--- config.mk ---
export PLATFORM = sky130hd
export DESIGN_NAME = rpDisk
export DESIGN_NICKNAME = d
export VERILOG_FILES = /design/src/design/rpPkg.sv /design/src/design/rpGeometry.sv /design/src/design/rpAddrCalc.sv /design/src/design/rpRegs.sv /design/src/design/rpDisk.sv
export SDC_FILE = /design/constraint.sdc
export NUM_CORES = 1
export LEC_CHECK = 0
export ABC_AREA = 1
export BUFFER_PORTS_ARGS = -buffer_cell sky130_fd_sc_hd__buf_2
export CAP_MARGIN = 30
export CORE_MARGIN = 3
export CORE_UTILIZATION = 50
export CTS_BUF_LIST = sky130_fd_sc_hd__clkbuf_4
export CTS_CLUSTER_DIAMETER = 120
export DETAILED_ROUTE_END_ITERATION = 7
export PLACE_DENSITY = 0.75
export REMOVE_ABC_BUFFERS = 1
export SLEW_MARGIN = 0
export SYNTH_ARGS = -nofsm -noshare
export SYNTH_HDL_FRONTEND = slang
export SYNTH_HIERARCHICAL = 1
export SYNTH_SLANG_ARGS = --single-unit
--- constraint.sdc ---
create_clock -name clk -period 3.12 [get_ports clk]
set_input_delay 0.78 -clock clk [delete_from_list [all_inputs] [get_ports clk]]
set_output_delay 0.78 -clock clk [all_outputs]
set_load 0.02 [all_outputs]
--- src/design/rpPkg.sv ---
/*
 * rpPkg
 * Register selects, drive type codes, drive geometry limits,
 * calculator state codes and the disk-address register layout
 */
`default_nettype none

package rpPkg;

   //////////////////////////////
   // Register selects
   //////////////////////////////

   // Desired cylinder
   localparam logic [1:0] selDca  = 2'd0;
   // Track and sector word
   localparam logic [1:0] selDa   = 2'd1;
   // Control, carries GO
   localparam logic [1:0] selCtrl = 2'd2;
   // Drive type select
   localparam logic [1:0] selType = 2'd3;

   // GO bit in a control write
   localparam int ctrlGo = 0;

   //////////////////////////////
   // Drive types and geometry
   //////////////////////////////

   localparam logic [1:0] typeRp04 = 2'd0;
   localparam logic [1:0] typeRp06 = 2'd1;
   localparam logic [1:0] typeRp07 = 2'd2;

   // Highest track, sector and cylinder per type
   localparam logic [5:0] rp04TrkMax = 6'd18;
   localparam logic [5:0] rp04SecMax = 6'd19;
   localparam logic [9:0] rp04CylMax = 10'd410;

   localparam logic [5:0] rp06TrkMax = 6'd18;
   localparam logic [5:0] rp06SecMax = 6'd19;
   localparam logic [9:0] rp06CylMax = 10'd814;

   localparam logic [5:0] rp07TrkMax = 6'd31;
   localparam logic [5:0] rp07SecMax = 6'd42;
   localparam logic [9:0] rp07CylMax = 10'd629;

   // Linear SD sector address width
   localparam int lsaWidth = 21;

   // Address calculator states
   localparam logic [1:0] calcIdle  = 2'd0;
   localparam logic [1:0] calcTrack = 2'd1;
   localparam logic [1:0] calcSect  = 2'd2;
   localparam logic [1:0] calcWord  = 2'd3;

   // Disk-address register, raw for writes, fields for decode
   typedef union packed {
      logic [15:0] raw;
      struct packed {
         logic [1:0] spareHi;
         logic [5:0] track;
         logic [1:0] spareLo;
         logic [5:0] sector;
      } fields;
   } rpDaWord;

endpackage

`default_nettype wire

--- src/design/rpGeometry.sv ---
/*
 * rpGeometry
 * Drive type to geometry lookup and disk address range check
 */
`default_nettype none
`timescale 1ns/1ps

module rpGeometry
(
   input  wire  [1:0]         driveType,
   input  wire  [9:0]         cylinder,
   input  wire  rpPkg::rpDaWord da,
   output logic [5:0]         trkMax,
   output logic [5:0]         secMax,
   output logic               addrValid
);

   // Highest legal cylinder for the selected type
   logic [9:0] cylMax;

   //////////////////////////////
   // Geometry lookup
   //////////////////////////////

   always_comb
   begin
      case (driveType)
         rpPkg::typeRp04:
         begin
            trkMax = rpPkg::rp04TrkMax;
            secMax = rpPkg::rp04SecMax;
            cylMax = rpPkg::rp04CylMax;
         end
         rpPkg::typeRp07:
         begin
            trkMax = rpPkg::rp07TrkMax;
            secMax = rpPkg::rp07SecMax;
            cylMax = rpPkg::rp07CylMax;
         end
         // RP06, and the spare code treated as RP06
         default:
         begin
            trkMax = rpPkg::rp06TrkMax;
            secMax = rpPkg::rp06SecMax;
            cylMax = rpPkg::rp06CylMax;
         end
      endcase
   end

   // All three address parts within limits
   assign addrValid = (cylinder <= cylMax) &&
                      (da.fields.track <= trkMax) &&
                      (da.fields.sector <= secMax);

endmodule

`default_nettype wire

--- src/design/rpAddrCalc.sv ---
/*
 * rpAddrCalc
 * Serial CHS to linear SD sector address calculator, SIMH layout
 * Multiplies by repeated addition through a single adder
 */
`default_nettype none
`timescale 1ns/1ps

module rpAddrCalc
(
   input  wire                        clk,
   input  wire                        rpADRSTRT,
   input  wire                        calcStart,
   input  wire  [5:0]                 trkMax,
   input  wire  [5:0]                 secMax,
   input  wire  [9:0]                 cylinder,
   input  wire  [5:0]                 track,
   input  wire  [5:0]                 sector,
   output logic [rpPkg::lsaWidth-1:0] lsa,
   output logic                       calcBusy
);

   logic [1:0]                 state;
   // Remaining additions in the current phase
   logic [5:0]                 loop;
   // Running sum and the value being multiplied
   logic [rpPkg::lsaWidth-1:0] sum;
   logic [rpPkg::lsaWidth-1:0] temp;
   // Second operand of the shared adder
   logic [rpPkg::lsaWidth-1:0] addend;
   logic [rpPkg::lsaWidth-1:0] adderOut;

   //////////////////////////////
   // Shared adder
   //////////////////////////////

   always_comb
   begin
      case (state)
         // Track folded in once the multiply is done
         rpPkg::calcTrack:
            addend = (loop == 6'd0) ? {{(rpPkg::lsaWidth-6){1'b0}}, track} : temp;
         // Sector folded in the same way
         rpPkg::calcSect:
            addend = (loop == 6'd0) ? {{(rpPkg::lsaWidth-6){1'b0}}, sector} : temp;
         // Doubling, two SD sectors per disk sector
         rpPkg::calcWord:
            addend = sum;
         default:
            addend = temp;
      endcase
   end

   assign adderOut = sum + addend;

   //////////////////////////////
   // Sequencer
   //////////////////////////////

   always_ff @(posedge clk)
   begin
      if (rpADRSTRT)
      begin
         state <= rpPkg::calcIdle;
         loop  <= 6'd0;
         sum   <= '0;
         temp  <= '0;
      end
      else
      begin
         case (state)
            rpPkg::calcIdle:
            begin
               if (calcStart)
               begin
                  sum   <= '0;
                  temp  <= {{(rpPkg::lsaWidth-10){1'b0}}, cylinder};
                  loop  <= trkMax + 6'd1;
                  state <= rpPkg::calcTrack;
               end
            end
            // cylinder * (trkMax+1) + track
            rpPkg::calcTrack:
            begin
               if (loop == 6'd0)
               begin
                  sum   <= '0;
                  temp  <= adderOut;
                  loop  <= secMax + 6'd1;
                  state <= rpPkg::calcSect;
               end
               else
               begin
                  sum  <= adderOut;
                  loop <= loop - 6'd1;
               end
            end
            // ... * (secMax+1) + sector
            rpPkg::calcSect:
            begin
               sum <= adderOut;
               if (loop == 6'd0)
                  state <= rpPkg::calcWord;
               else
                  loop <= loop - 6'd1;
            end
            // Final doubling, back to idle
            default:
            begin
               sum   <= adderOut;
               state <= rpPkg::calcIdle;
            end
         endcase
      end
   end

   // Result holds in idle until the next start
   assign lsa      = sum;
   assign calcBusy = (state != rpPkg::calcIdle);

endmodule

`default_nettype wire

--- src/design/rpRegs.sv ---
/*
 * rpRegs
 * Cylinder, disk-address and drive-type registers, GO decode,
 * address error latch and SD transfer request pulse
 */
`default_nettype none
`timescale 1ns/1ps

module rpRegs
(
   input  wire                  clk,
   input  wire                  rpADRSTRT,
   input  wire                  regWrite,
   input  wire  [1:0]           regSel,
   input  wire  [15:0]          regData,
   input  wire                  addrValid,
   input  wire                  calcBusy,
   output logic [9:0]           dca,
   output rpPkg::rpDaWord       da,
   output logic [1:0]           driveType,
   output logic                 calcStart,
   output logic                 sdReq,
   output logic                 addrErr
);

   // Register writes only land while idle
   logic       writeOk;
   // GO seen on a control write
   logic       goWrite;
   // Accepted GO, idle and address checked
   logic       goIdle;
   // Busy delayed one cycle for the falling edge
   logic       calcBusyD;

   //////////////////////////////
   // Write decode
   //////////////////////////////

   assign writeOk = regWrite && !calcBusy;
   assign goWrite = regWrite && (regSel == rpPkg::selCtrl) && regData[rpPkg::ctrlGo];
   assign goIdle  = goWrite && !calcBusy;

   // Start in the same cycle as the GO write
   // Registers are frozen from the next cycle on
   assign calcStart = goIdle && addrValid;

   //////////////////////////////
   // Address registers
   //////////////////////////////

   always_ff @(posedge clk)
   begin
      if (rpADRSTRT)
      begin
         dca       <= 10'd0;
         da.raw    <= 16'd0;
         driveType <= rpPkg::typeRp04;
      end
      else if (writeOk)
      begin
         case (regSel)
            rpPkg::selDca:
               dca <= regData[9:0];
            rpPkg::selDa:
               da.raw <= regData;
            rpPkg::selType:
               driveType <= regData[1:0];
            // Control writes hold no state here
            default:
            begin
               dca <= dca;
            end
         endcase
      end
   end

   //////////////////////////////
   // Error latch and SD request
   //////////////////////////////

   always_ff @(posedge clk)
   begin
      if (rpADRSTRT)
      begin
         addrErr   <= 1'b0;
         calcBusyD <= 1'b0;
         sdReq     <= 1'b0;
      end
      else
      begin
         // Bad address on GO latches, good GO clears
         if (goIdle)
            addrErr <= !addrValid;

         calcBusyD <= calcBusy;
         // One pulse, the cycle after busy drops
         sdReq     <= calcBusyD && !calcBusy;
      end
   end

endmodule

`default_nettype wire

--- src/design/rpDisk.sv ---
/*
 * rpDisk
 * RP disk-address front end, register file, geometry check
 * and linear SD sector address calculator
 */
`default_nettype none
`timescale 1ns/1ps

module rpDisk
(
   input  wire                        clk,
   input  wire                        rpADRSTRT,
   input  wire                        regWrite,
   input  wire  [1:0]                 regSel,
   input  wire  [15:0]                regData,
   output logic [rpPkg::lsaWidth-1:0] sdLsa,
   output logic                       busy,
   output logic                       addrErr,
   output logic                       sdReq
);

   // Register outputs
   logic [9:0]     dca;
   rpPkg::rpDaWord da;
   logic [1:0]     driveType;
   logic           calcStart;
   // Geometry for the selected drive
   logic [5:0]     trkMax;
   logic [5:0]     secMax;
   logic           addrValid;
   logic           calcBusy;

   //////////////////////////////
   // Blocks
   //////////////////////////////

   rpRegs i_rpRegs
   (
      .clk       (clk),
      .rpADRSTRT (rpADRSTRT),
      .regWrite  (regWrite),
      .regSel    (regSel),
      .regData   (regData),
      .addrValid (addrValid),
      .calcBusy  (calcBusy),
      .dca       (dca),
      .da        (da),
      .driveType (driveType),
      .calcStart (calcStart),
      .sdReq     (sdReq),
      .addrErr   (addrErr)
   );

   rpGeometry i_rpGeometry
   (
      .driveType (driveType),
      .cylinder  (dca),
      .da        (da),
      .trkMax    (trkMax),
      .secMax    (secMax),
      .addrValid (addrValid)
   );

   // Track and sector taken from the field view
   rpAddrCalc i_rpAddrCalc
   (
      .clk       (clk),
      .rpADRSTRT (rpADRSTRT),
      .calcStart (calcStart),
      .trkMax    (trkMax),
      .secMax    (secMax),
      .cylinder  (dca),
      .track     (da.fields.track),
      .sector    (da.fields.sector),
      .lsa       (sdLsa),
      .calcBusy  (calcBusy)
   );

   assign busy = calcBusy;

endmodule

`default_nettype wire

==> results.sh <==
export IMPL_ioPinCount=45
export IMPL_power_density_mw_per_mm2=635
export IMPL_hpwl_mm=10.5
export IMPL_rows=38
export IMPL_setup_viol=0
export IMPL_setup_tns_ns=0
export IMPL_hold_path_class="reg2reg"
export IMPL_die_h_um=113
export IMPL_start_util=0.517
export IMPL_grt_met2_usage=0.362
export IMPL_hold_viol=0
export IMPL_cts_tree="built"
export IMPL_period_share=0.938
export IMPL_clock_skew_ns=0.0189
export IMPL_gr_usage_met1=0.293
export IMPL_dr_total_vias=5614
export IMPL_dr_first_iter_drc_count=334
export IMPL_maxSlewViolCount=0
export IMPL_final_util=0.562
export IMPL_cts_hold_repair_buffers=0
export IMPL_grt_pass1_wl_mm=23.6
export IMPL_gr_usage_all_layers=0.225
export IMPL_outcome="finished, final reports clean"
export IMPL_viasPerCell=5.30
export IMPL_end_kind="register"
export IMPL_relSlewSlack=0.411
export IMPL_max_clock_freq_ghz=0.342
export IMPL_first_global_vias=5090
export IMPL_firstDrtPassIters=5
export IMPL_worstMarginPinSlew_ns=0.883
export IMPL_ctsHtreeMaxLevel=3
export IMPL_core_area_mm2=0.0110
export IMPL_hold_depth=2
export IMPL_power_leakage_uw=0.00297
export IMPL_worst_setup_path_start_kind="register"
export IMPL_diodes=0
export IMPL_crit_arrival_ns=3.28
export IMPL_dp_cells=1044
export IMPL_ys_warnings_count=6
export IMPL_overflow=0
export IMPL_clk_pin_slew_ns=0.13
export IMPL_gp_congestion=0.956
export IMPL_r2r_cells=16
export IMPL_finalPower_uw=3920
export IMPL_portBuffers=42
export IMPL_cts_buffers=9
export IMPL_stdcell_count=1060
export IMPL_critical_path_required_ns=3.47
export IMPL_drive_gt1_frac=0.140
export IMPL_fp_dieArea_mm2=0.0127
export IMPL_postRouteAntennaNets=0
export IMPL_grt_max_degree=34
export IMPL_drc_errors=0
export IMPL_area_growth_pct=8.70
export IMPL_met3_usage=0.0663
export IMPL_synth_area_mm2=0.00568
export IMPL_cts_root_buffer="clkbuf_4"
export IMPL_cap_violations=0
export IMPL_syn_area_per_cell_um2=6.48
export IMPL_irDropWorstVdd_uv=402
export IMPL_cts_path_max_buffers=2
export IMPL_syn_inst=877
export IMPL_worstPathMaxFanout=12
export IMPL_clock_sinks=77
export IMPL_nNetsFinal=982
export IMPL_clock_latency_ns=0.47
export IMPL_antenna_found_initial=0
export IMPL_path_class="reg2reg"
export IMPL_fin_crit_ns=2.93
export IMPL_wire_per_inst_um=13.2
export IMPL_routed_wl_mm=14.0
export IMPL_busiest_layer="met2"
export IMPL_die_x_um=113
## final cells by class
cell class / count / area [um2]
fillers: 1089 / 4810
inverters: 97 / 368
flip-flops and latches: 77 / 1550
clock buffers: 10 / 75.1
clock inverters: 6 / 47.5
multi-input cells: 665 / 3580
well taps: 140 / 175
repair buffers: 65 / 383
## metal layers
layer,routed length (um),vias up
met3,706,22
li1,-,2926
met5,0,-
met4,241,0
met1,6610,2542
met2,6390,124
## critical path: stages (launching register included)
cell	delay, ns
dfxtp_2	0.39
inv_1	0.08
ha_1	0.21
inv_1	0.07
nand2_1	0.12
nand2_2	0.11
nand2_2	0.06
buf_4	0.19
a22o_1	0.19
ha_1	0.34
nand2_2	0.15
inv_1	0.06
a21oi_1	0.20
nand3_2	0.18
or2_2	0.32
nand3_1	0.08
a21oi_1	0.07
## path summary, 6_finish.rpt
| check | end | start | slack (ns) |
|---|---|---|---|
| worst min-delay path | i_rpRegs/sdReq$_SDFF_PP0_ | i_rpRegs/calcBusyD$_SDFF_PP0_ | 0.45 |
| worst min register to register | i_rpRegs/sdReq$_SDFF_PP0_ | i_rpRegs/calcBusyD$_SDFF_PP0_ | 0.45 |
| worst max register to register | i_rpAddrCalc/temp[9]$_SDFFE_PP0P_ | i_rpAddrCalc/state[0]$_SDFFE_PP0P_ | 0.19 |
| worst max-delay path | i_rpAddrCalc/temp[9]$_SDFFE_PP0P_ | i_rpAddrCalc/state[0]$_SDFFE_PP0P_ | 0.19 |
## flip-flops by register name (all words and copies together) (netlist names)
register	cells
i_rpAddrCalc/lsa	21
i_rpAddrCalc/state	2
i_rpRegs/dca	10
i_rpRegs/addrErr	1
i_rpRegs/calcBusyD	1
i_rpAddrCalc/temp	21
i_rpAddrCalc/loop	6
i_rpRegs/driveType	2
i_rpRegs/da	12
i_rpRegs/sdReq	1
## stage by stage
step                      worst slack (ns)  instance area, um2  hold WS [ns]
after floorplan                     -0.594                5430         0.404
after global placement               0.118                5990         0.425
after detailed placement            0.0474                5990         0.431
after CTS                        0.0000877                6110         0.451
after global routing               -0.0481                6180         0.467
final                                0.193                6180         0.452
## repair_timing
action                     in CTS  in global routing
hold endpoints to repair        0                  0
gates resized for setup         0                 24
setup buffers                   0                  0
setup endpoints to repair       0                 50
## report_power, final
part	total (uW)	leakage, uW	internal (uW)	switching (uW)
Sequential	1250	0.000627	1130	123
Combinational	2100	0.00228	715	1390
Clock	565	0.0000674	179	386
## cell usage in the layout (no fill, tap or decap), drive strengths merged, types with 4 or more instances in the layout
| master | count |
|---|---|
| clkinv | 4 |
| ha | 45 |
| buf | 65 |
| xnor2 | 5 |
| nand3b | 14 |
| a31oi | 4 |
| dfxtp | 77 |
| nor2 | 103 |
| inv | 98 |
| o21ai | 36 |
| nand2 | 237 |
| clkbuf | 10 |
| a22o | 16 |
| nor3 | 6 |
| nand3 | 79 |
| conb | 5 |
| a21oi | 88 |
| nand4 | 5 |
| xor2 | 7 |
| o21bai | 5 |
(Power assumes the default switching activity.)
